## src/design/bdLinkPkg.sv

```systemverilog
package bdLinkPkg;

    // Word widths on the two directions of the link
    localparam int pin2CoreBits = 21;
    localparam int core2PinBits = 34;

    // Depth of each bridge buffer
    localparam int fifoDepth = 4;

    // Occupancy count must reach fifoDepth itself
    localparam int fifoCountBits = 3;

    // Word from the FPGA pins into the core
    typedef struct packed {
        // Destination tag inside the core
        logic [4:0]  route;
        logic [15:0] payload;
    } pinWord_t;

    // Word from the core out to the FPGA pins
    typedef struct packed {
        // Output tag chosen by the core
        logic [1:0]  route;
        logic [31:0] payload;
    } coreWord_t;

endpackage

```

## src/design/wordFifo.sv

```systemverilog
`timescale 1ns/1ps

module wordFifo #(
    parameter type word_t = logic [7:0]
) (
    input  logic  clk,
    input  logic  rstN,
    input  logic  push,
    input  word_t pushData,
    input  logic  pop,
    output word_t popData,
    output logic  full,
    output logic  empty
);
    import bdLinkPkg::*;

    // Storage for the buffered words
    word_t mem [fifoDepth];

    logic [fifoCountBits-2:0] wrPtr;
    logic [fifoCountBits-2:0] rdPtr;
    logic [fifoCountBits-1:0] count;
    logic                     doPush;
    logic                     doPop;

    // Circular pointer step that wraps after the last entry
    function automatic logic [fifoCountBits-2:0] advance(input logic [fifoCountBits-2:0] ptr);
        logic [fifoCountBits-2:0] nextPtr;
        if (ptr == (fifoCountBits-1)'(fifoDepth - 1))
        begin
            nextPtr = '0;
        end
        else
        begin
            nextPtr = ptr + 1'b1;
        end
        return nextPtr;
    endfunction

    assign full  = (count == fifoCountBits'(fifoDepth));
    assign empty = (count == '0);

    // A pop on a full buffer frees the slot the push needs
    assign doPop  = pop && !empty;
    assign doPush = push && (!full || doPop);

    // Head word is shown combinationally
    assign popData = mem[rdPtr];

    always_ff @(posedge clk)
    begin
        if (doPush)
        begin
            mem[wrPtr] <= pushData;
        end
    end

    always_ff @(posedge clk)
    begin
        if (!rstN)
        begin
            wrPtr <= '0;
            rdPtr <= '0;
            count <= '0;
        end
        else
        begin
            if (doPush)
            begin
                wrPtr <= advance(wrPtr);
            end
            if (doPop)
            begin
                rdPtr <= advance(rdPtr);
            end
            case ({doPush, doPop})
                2'b10:   count <= count + 1'b1;
                2'b01:   count <= count - 1'b1;
                default: count <= count;
            endcase
        end
    end

endmodule

```

## src/design/fpgaToBd.sv

```systemverilog
`timescale 1ns/1ps

// Pin channel into the core
// Pins speak valid-acknowledge with the FPGA as active sender
// Core side is ready-valid with the bridge as passive sender
module fpgaToBd (
    input  logic                clk,
    input  logic                rstN,

    // Valid-acknowledge channel from the FPGA
    input  logic                pinValid,
    input  bdLinkPkg::pinWord_t pinData,
    output logic                pinAck,

    // Ready-valid toward the core
    output logic                coreValid,
    output bdLinkPkg::pinWord_t coreData,
    input  logic                coreReady
);
    import bdLinkPkg::*;

    logic ackNext;
    logic taken;
    logic corePop;
    logic fifoFull;
    logic fifoEmpty;

    // Acknowledge a fresh word only when the buffer has room
    // Room cannot shrink before the ack cycle, since no other push is pending
    assign ackNext = pinValid && !taken && !fifoFull;

    always_ff @(posedge clk)
    begin
        if (!rstN)
        begin
            pinAck <= 1'b0;
            taken  <= 1'b0;
        end
        else
        begin
            pinAck <= ackNext;

            // Held word already granted an ack
            if (ackNext)
            begin
                taken <= 1'b1;
            end
            else if (pinAck || !pinValid)
            begin
                // After the ack cycle any valid belongs to a new word
                taken <= 1'b0;
            end
        end
    end

    // Sender still holds the word during the ack cycle, so write it then
    assign corePop   = coreValid && coreReady;
    assign coreValid = !fifoEmpty;

    wordFifo #(
        .word_t(pinWord_t)
    ) pinFifo_i (
        .clk     (clk),
        .rstN    (rstN),
        .push    (pinAck),
        .pushData(pinData),
        .pop     (corePop),
        .popData (coreData),
        .full    (fifoFull),
        .empty   (fifoEmpty)
    );

endmodule

```

## src/design/bdToFpga.sv

```systemverilog
`timescale 1ns/1ps

// Core channel out to the pins
// Core side is ready-valid with the bridge as active receiver
// Pins speak valid-acknowledge with the bridge as active sender
module bdToFpga (
    input  logic                 clk,
    input  logic                 rstN,

    // Ready-valid from the core
    input  logic                 bdValid,
    input  bdLinkPkg::coreWord_t bdData,
    output logic                 bdReady,

    // Valid-acknowledge toward the FPGA
    output logic                 fpgaValid,
    output bdLinkPkg::coreWord_t fpgaData,
    input  logic                 fpgaAck
);
    import bdLinkPkg::*;

    logic                     accept;
    logic                     deliver;
    logic                     fifoEmpty;
    logic [fifoCountBits-1:0] fillLevel;
    logic [fifoCountBits-1:0] fillNext;

    assign accept  = bdValid && bdReady;
    assign deliver = fpgaValid && fpgaAck;

    // Fill level after this cycle's transfers
    always_comb
    begin
        fillNext = fillLevel;
        if (accept && !deliver)
        begin
            fillNext = fillLevel + 1'b1;
        end
        else if (!accept && deliver)
        begin
            fillNext = fillLevel - 1'b1;
        end
    end

    // Ready comes from a register so the core never sees a combinational path
    always_ff @(posedge clk)
    begin
        if (!rstN)
        begin
            fillLevel <= '0;
            bdReady   <= 1'b0;
        end
        else
        begin
            fillLevel <= fillNext;
            bdReady   <= (fillNext != fifoCountBits'(fifoDepth));
        end
    end

    // Head stays on the pins until the FPGA acknowledges it
    assign fpgaValid = !fifoEmpty;

    wordFifo #(
        .word_t(coreWord_t)
    ) coreFifo_i (
        .clk     (clk),
        .rstN    (rstN),
        .push    (accept),
        .pushData(bdData),
        .pop     (deliver),
        .popData (fpgaData),
        .full    (),
        .empty   (fifoEmpty)
    );

endmodule

```

## src/design/bdLinkTop.sv

```systemverilog
`timescale 1ns/1ps

// Both link directions side by side on one clock
module bdLinkTop (
    input  logic                 clk,
    input  logic                 rstN,

    // FPGA to core channel
    input  logic                 pinValid,
    input  bdLinkPkg::pinWord_t  pinData,
    output logic                 pinAck,

    // Core receive side
    output logic                 coreValid,
    output bdLinkPkg::pinWord_t  coreData,
    input  logic                 coreReady,

    // Core send side
    input  logic                 bdValid,
    input  bdLinkPkg::coreWord_t bdData,
    output logic                 bdReady,

    // Core to FPGA channel
    output logic                 fpgaValid,
    output bdLinkPkg::coreWord_t fpgaData,
    input  logic                 fpgaAck
);

    fpgaToBd fpgaToBd_i (
        .clk      (clk),
        .rstN     (rstN),
        .pinValid (pinValid),
        .pinData  (pinData),
        .pinAck   (pinAck),
        .coreValid(coreValid),
        .coreData (coreData),
        .coreReady(coreReady)
    );

    // Independent of the inbound path, no shared state
    bdToFpga bdToFpga_i (
        .clk      (clk),
        .rstN     (rstN),
        .bdValid  (bdValid),
        .bdData   (bdData),
        .bdReady  (bdReady),
        .fpgaValid(fpgaValid),
        .fpgaData (fpgaData),
        .fpgaAck  (fpgaAck)
    );

endmodule

```

## config.mk

```make
export PLATFORM = sky130hd
export DESIGN_NAME = bdLinkTop
export DESIGN_NICKNAME = d
export VERILOG_FILES = /design/src/design/bdLinkPkg.sv /design/src/design/wordFifo.sv /design/src/design/fpgaToBd.sv /design/src/design/bdToFpga.sv /design/src/design/bdLinkTop.sv
export SDC_FILE = /design/constraint.sdc
export NUM_CORES = 1
export LEC_CHECK = 0
export BUFFER_PORTS_ARGS = -buffer_cell sky130_fd_sc_hd__buf_2
export CAP_MARGIN = 20
export CORE_MARGIN = 4
export CORE_UTILIZATION = 36
export DETAILED_ROUTE_END_ITERATION = 7
export GPL_TIMING_DRIVEN = 0
export PLACE_DENSITY = 0.54
export SETUP_SLACK_MARGIN = 0.05
export SLEW_MARGIN = 20
export SYNTH_ARGS = -nofsm -noshare
export SYNTH_HDL_FRONTEND = slang
export SYNTH_SLANG_ARGS = --single-unit
```

## constraint.sdc

```tcl
create_clock -name clk -period 3.2 [get_ports clk]
set_input_delay 0.64 -clock clk [delete_from_list [all_inputs] [get_ports clk]]
set_output_delay 0.64 -clock clk [all_outputs]
set_load 0.02 [all_outputs]
```

==> qor.yml, run 1 <==
status: "finished, final reports clean"
synthArstFlopShare: 0
antenna_found_initial: 2
vias: 4708
multi_input_area_mm2: 0.00216
drt-initial-drc-count: 229
max-vdd-ir-drop_mv: 0.477
syn_area_per_cell_um2: 20.7
synthesis.nets: 529
clk-insertion-delay-late_ns: 0.52
grt_max_degree: 22
seqCellArea_mm2: 0.00709
die-area_mm2: 0.0288
ios: 120
root_buffer: "clkbuf_16"
endpoint: "fpgaData[27]"
synth_cell_types: 53
start_kind: "flip-flop"
cpMostUsedCell: "clkbuf_1"
die_width_um: 170
crit_arrival_ns: 2.35
cts-htree-levels: 1
crit_chain: "clkbuf_1 -> clkbuf_1 -> mux4_2 -> buf_2"
cp_top_family: "buffers and inverters"
max_slew.worst_pin.slew_ns: 0.672
synth-main-ff-cell: "edfxtp_1"
synth_top_area_frac: 0.703
r2r_start: "fpgaToBd_i.pinFifo_i.count[2]$_SDFFE_PN0P_"
overflow: 0
drv_slew: 0
cts_tree: "built"
routed_wirelength_um: 17600
rrSetupSlack_ns: 0.89
cts_buffer_depth: 3
drt_first_pass_iters: 4
synth_edf_count: 220
max_freq_mhz: 335
drv_cap: 0
crit_path_top_delay_cell: "clkbuf_1"
viasPerCell: 4.94
final_nets: 679
fin_crit_ns: 2.99
rsz0062_at_grt: "no"
track_usage: 0.121
final_common_cell: "edfxtp_1"
r2r_end: "fpgaToBd_i.pinFifo_i.count[1]$_SDFFE_PN0P_"
path_depth: 4
cts.sinks: 244
yosysWarnings: 0
holdWs_ns: 0.329
drc: 0
synth.area.top_cells: "edfxtp_1 70%, mux4_2 13%, dfxtp_1 5.1%"
placed_area_mm2: 0.0105
synth_cells: 454
finalHoldViolations: 0
syn2layout_area_growth_pct: 20.7
gp_congestion: 0.778
initial_core_util: 0.370
p_leak_nw: 3.87
cts_buffers: 26
grt_pass1_vias: 5063
end_kind: "primary output"
yosys_register_bits: 244
hp-start: "bdData[33]"
layout-drive-gt1-share: 0.400
finalSetupViolCount: 0
wire_per_inst_um: 18.4
crit_required_ns: 2.56
ant_nets: 0
nFillCells: 2217
r2r_cells: 6
place_hpwl_um: 11600
syn_area_mm2: 0.00940
fin_area_mm2: 0.0113
clk_transition_reported_paths_ns: 0.06
postLayoutCoreUtil: 0.446
critical_path_class: "flip-flop to primary output"
hold_path.class: "input pin to flip-flop"
yosysSeqAreaShare: 0.754
timing.final.crit_share: 0.933
slowest_delay_ns: 0.55
portBuffers: 118
rows: 58
cp_max_fo: 10
final_cell_mix: "220 x edfxtp_1, 125 x buf_2, 55 x mux4_2"
finalClockSkew_ns: 0.0122
coreArea_mm2: 0.0254
die_y_um: 170
power.density_mw_per_mm2: 685
fin_total_pwr_mw: 7.77
antennaDiodeCount: 0
grt_pass1_wl_um: 27400
post-synth-top-area-cell: "edfxtp_1"
critPathBufInv: 3
slew_headroom: 0.552
worst register-to-register path, cell delays in order (launching register included):
cell and delay (ns):
dfxtp_1 0.36, o31ai_2 0.54, or2_2 0.22, fa_1 0.45, nor2b_1 0.16, a31o_2 0.23
a221oi_1 0.26
registers in the layout, indices dropped and copies added (netlist names), named ones only:
name	cells
bdToFpga_i.bdReady	1
bdToFpga_i.coreFifo_i.count	3
bdToFpga_i.coreFifo_i.mem	136
bdToFpga_i.coreFifo_i.rdPtr	2
bdToFpga_i.coreFifo_i.wrPtr	2
bdToFpga_i.fillLevel	3
fpgaToBd_i.pinAck	1
fpgaToBd_i.pinFifo_i.count	3
fpgaToBd_i.pinFifo_i.mem	84
fpgaToBd_i.pinFifo_i.rdPtr	2
fpgaToBd_i.pinFifo_i.wrPtr	2
fpgaToBd_i.taken	1
stage by stage:
stage / std cells / setup slack, ns / TNS [ns]
floorplan: 454 / 0.763 / 0
global placement: 902 / -0.173 / -20.90
detailed placement: 906 / 0.558 / 0
CTS: 953 / 0.104 / 0
global route: 953 / 0.0548 / 0
finish: 953 / 0.213 / 0
area by class of cell:
class / instances / area share
buffer: 20 / 0.0103
multi-input combinational: 177 / 0.190
inverter: 13 / 0.00430
clock inverter: 15 / 0.0125
timing repair buffer: 122 / 0.0611
tap: 330 / 0.0364
clock buffer: 32 / 0.0602
sequential: 244 / 0.625
how the worst min path moves through the flow:
stage                                            endpoint  slack (ns)  depth (start not counted)
6_report       bdToFpga_i.coreFifo_i.mem[0][33]$_DFFE_PP_        0.33                          1
2_1_floorplan                fpgaToBd_i.pinAck$_SDFF_PN0_        0.42                          1
3_3_place_gp                 fpgaToBd_i.pinAck$_SDFF_PN0_        0.43                          1
3_5_place_dp                 fpgaToBd_i.pinAck$_SDFF_PN0_        0.46                          1
4_1_cts        bdToFpga_i.coreFifo_i.mem[1][33]$_DFFE_PP_        0.30                          1
5_1_grt        bdToFpga_i.coreFifo_i.mem[1][17]$_DFFE_PP_        0.31                          1
kinds of logic (layout without fill, tap and decap cells):
| kind of cell | after synthesis | count (layout) | synth area share |
|---|---|---|---|
| adder cells (fa/ha/maj) | 14 | 14 | 0.0202 |
| buffers and inverters | 33 | 202 | 0.0173 |
| XOR/XNOR | 3 | 3 | 0.00280 |
| flip-flops | 244 | 244 | 0.754 |
| multiplexers | 63 | 63 | 0.140 |
| AO/OA/AOI/OAI | 32 | 32 | 0.0278 |
| AND/OR/NAND/NOR | 65 | 65 | 0.0372 |
power by group:
part | switching, mW | total [mW] | leakage [nW] | internal [mW]
clock | 1.15 | 2.84 | 0.402 | 1.68
sequential | 0.0724 | 3.71 | 2.19 | 3.64
combinational | 0.690 | 1.22 | 1.28 | 0.533
total | 1.92 | 7.77 | 3.87 | 5.86
routing by layer:
metal | GRT usage | up-vias | part of all wire | wire length [um]
li1 | - | 2154 | - | -
met1 | 0.148 | 2369 | 0.40 | 7020
met2 | 0.216 | 146 | 0.50 | 8850
met3 | 0.0347 | 35 | 0.074 | 1300
met4 | 0.0277 | 4 | 0.021 | 363
met5 | 0 | - | 0.0016 | 28
cells in the mapped netlist, drive strengths merged (3+ instances only):
cell type    n
edfxtp     220
mux4        55
dfxtp       24
inv         13
nor2        13
buf         12
ha          12
nand2       11
and2         9
clkbuf       8
a21oi        7
mux2i        7
nand4        5
nor3         5
a211oi       4
nand3        4
a31oi        3
or3          3
repair_timing:
item,CTS,global route
buffers inserted,0,0
setup endpoints to repair,0,3
resized for setup,0,4
hold buffers,0,0
Note: power is estimated with default switching activity, not from simulation.
==> inputs of run 2 (changes only) <==
--- a/config.mk
+++ b/config.mk
@@ -8,10 +8,10 @@
 export BUFFER_PORTS_ARGS = -buffer_cell sky130_fd_sc_hd__buf_2
 export CAP_MARGIN = 20
 export CORE_MARGIN = 4
-export CORE_UTILIZATION = 36
+export CORE_UTILIZATION = 55
 export DETAILED_ROUTE_END_ITERATION = 7
 export GPL_TIMING_DRIVEN = 0
-export PLACE_DENSITY = 0.54
+export PLACE_DENSITY = 0.76
 export SETUP_SLACK_MARGIN = 0.05
 export SLEW_MARGIN = 20
 export SYNTH_ARGS = -nofsm -noshare
==> run 2 against run 1 <==
Against the previous run:
- highest routed layer unchanged
- largest power group unchanged
- design area decreased by 1.4%
- register-to-register slack got worse by 0.03 ns
- critical path depth did not move
==> qor.yml, run 2 (synthesis results as in run 1) <==
status: "finished, final reports clean"  # unchanged
start_kind: "flip-flop"  # unchanged
wire_per_inst_um: 20.1  # was 18.4 um
fin_crit_ns: 2.94  # was 2.99 ns
p_clk_frac: 0.366  # was 0.365
ant_nets: 0  # unchanged
switching_power_mw: 1.86  # was 1.92 mW
holdWs_ns: 0.355  # was 0.329 ns
finalHoldViolations: 0  # unchanged
max_freq_mhz: 340  # was 335 MHz
cp_top_family: "buffers and inverters"  # unchanged
critical_path_class: "flip-flop to primary output"  # unchanged
largestRegisters: "bdToFpga_i.coreFifo_i.mem (136), fpgaToBd_i.pinFifo_i.mem (84)"  # unchanged
cts_setup_buffers: 0  # unchanged
p_int_mw: 5.92  # was 5.86 mW
cp_max_fo: 10  # unchanged
clk_transition_reported_paths_ns: 0.06  # about the same
die-area_mm2: 0.0192  # was 0.0288 mm^2
final_cell_mix: "220 x edfxtp_1, 125 x buf_2, 55 x mux4_2"  # unchanged
root_buffer: "clkbuf_16"  # unchanged
drv_cap: 0  # unchanged
drt-initial-drc-count: 235  # was 229
min_delay_path_depth: 1  # unchanged
placed_cells: 796  # was 906
slew_headroom: 0.571  # was 0.552
finalClockSkew_ns: 0.0114  # was 0.0122 ns
drv_slew: 0  # unchanged
grt_pass1_wl_um: 27300  # was 27400 um
cts_tree: "built"  # unchanged
timing.final.crit_share: 0.919  # was 0.933
rsz0062_at_grt: "no"  # unchanged
cts-htree-levels: 1  # unchanged
netSwitchingFraction: 0.239  # was 0.247
cpMostUsedCell: "clkbuf_1"  # unchanged
postLayoutCoreUtil: 0.672  # was 0.446
drt_first_pass_iters: 5  # was 4
comb_power_share: 0.156  # was 0.157
die_width_um: 139  # was 170 um
crit_path_top_delay_cell: "clkbuf_1"  # unchanged
max_slew.worst_pin.slew_ns: 0.644  # was 0.672 ns
place_hpwl_um: 11100  # was 11600 um
top_usage_layer: "met2"  # unchanged
coreArea_mm2: 0.0166  # was 0.0254 mm^2
cts.sinks: 244  # unchanged
crit_arrival_ns: 2.30  # was 2.35 ns
rows: 47  # was 58
syn2layout_area_growth_pct: 19.0  # was 20.7%
slowest_delay_ns: 0.54  # was 0.55 ns
clk-insertion-delay-late_ns: 0.49  # was 0.52 ns
fin_total_pwr_mw: 7.78  # was 7.77 mW
placed_area_mm2: 0.0104  # was 0.0105 mm^2
grtUsageMet1: 0.233  # was 0.148
crit_chain: "clkbuf_1 -> clkbuf_1 -> mux4_2 -> buf_2"  # unchanged
die_y_um: 139  # was 170 um
critPathBufInv: 3  # unchanged
overflow: 0  # unchanged
routed_wirelength_um: 16900  # was 17600 um
final_nets: 678  # was 679
vias: 4705  # was 4708
layout-drive-gt1-share: 0.390  # was 0.400
post_cts_resized: 0  # unchanged
largest_reg_flops: 136  # unchanged
fin_area_mm2: 0.0112  # was 0.0113 mm^2
ios: 120  # unchanged
initial_core_util: 0.565  # was 0.370
crit_required_ns: 2.56  # about the same
r2r_cells: 6  # unchanged
grtUsageMet3: 0.0421  # was 0.0347
grt_max_degree: 23  # was 22
p_leak_nw: 3.86  # was 3.87 nW
portBuffers: 118  # unchanged
grt_pass1_vias: 5042  # was 5063
viasPerCell: 5.59  # was 4.94
postCtsHoldBufs: 0  # unchanged
gp_congestion: 0.850  # was 0.778
power_frac_seq: 0.478  # about the same
hold_path.class: "input pin to flip-flop"  # unchanged
power.density_mw_per_mm2: 696  # was 685 mW/mm^2
drc: 0  # unchanged
largest_register: "bdToFpga_i.coreFifo_i.mem"  # unchanged
end_kind: "primary output"  # unchanged
cts_buffer_depth: 3  # unchanged
max-vdd-ir-drop_mv: 0.501  # was 0.477 mV
finalSetupViolCount: 0  # unchanged
antenna_found_initial: 3  # was 2
layoutNonFillerInstCount: 841  # was 953
path_depth: 4  # unchanged
met2_usage: 0.309  # was 0.216
final_common_cell: "edfxtp_1"  # unchanged
cts_buffers: 25  # was 26
track_usage: 0.177  # was 0.121
run 2: stage by stage:
step                worst slack [ns]  setup TNS (ns)
floorplan                      0.763               0
global placement             -0.0375           -4.35
detailed placement             0.568               0
CTS                            0.182               0
global route                   0.103               0
finish                         0.258               0
run 2: power groups by stage:
stage	combinational (mW)	sequential (mW)	clock [mW]
2_1_floorplan	0.851	3.77	0
3_3_place_gp	1.17	3.77	0
3_5_place_dp	1.23	3.78	0
4_1_cts	1.24	3.72	2.91
5_1_grt	1.32	3.73	3.05
6_report	1.22	3.72	2.84
run 2: worst paths after layout:
kind	startpoint	to	slack (ns)
setup / recovery	flip-flop	fpgaData[31]	0.26
hold / removal	pinData[5]	fpgaToBd_i.pinFifo_i.mem[0][5]$_DFFE_PP_	0.36
setup reg to reg	fpgaToBd_i.pinFifo_i.count[2]$_SDFFE_PN0P_	fpgaToBd_i.pinFifo_i.count[1]$_SDFFE_PN0P_	0.86
hold reg to reg	fpgaToBd_i.taken$_SDFFE_PN0P_	fpgaToBd_i.pinAck$_SDFF_PN0_	0.45
run 2: metal layers:
metal / vias up / part of all wire
met5: - / 0.0012
met4: 4 / 0.0099
met3: 20 / 0.061
met2: 133 / 0.52
met1: 2389 / 0.41
li1: 2159 / -
run 2: area by class of cell:
| class | instances | area [um^2] |
|---|---|---|
| well taps | 220 | 275 |
| clock buffers | 28 | 637 |
| inverters | 13 | 48.8 |
| multi-input cells | 177 | 2160 |
| repair buffers | 122 | 686 |
| diodes | 1 | 2.50 |
| fillers | 1091 | 5460 |
| flip-flops and latches | 244 | 7090 |
| clock inverters | 16 | 178 |
| plain buffers | 20 | 114 |
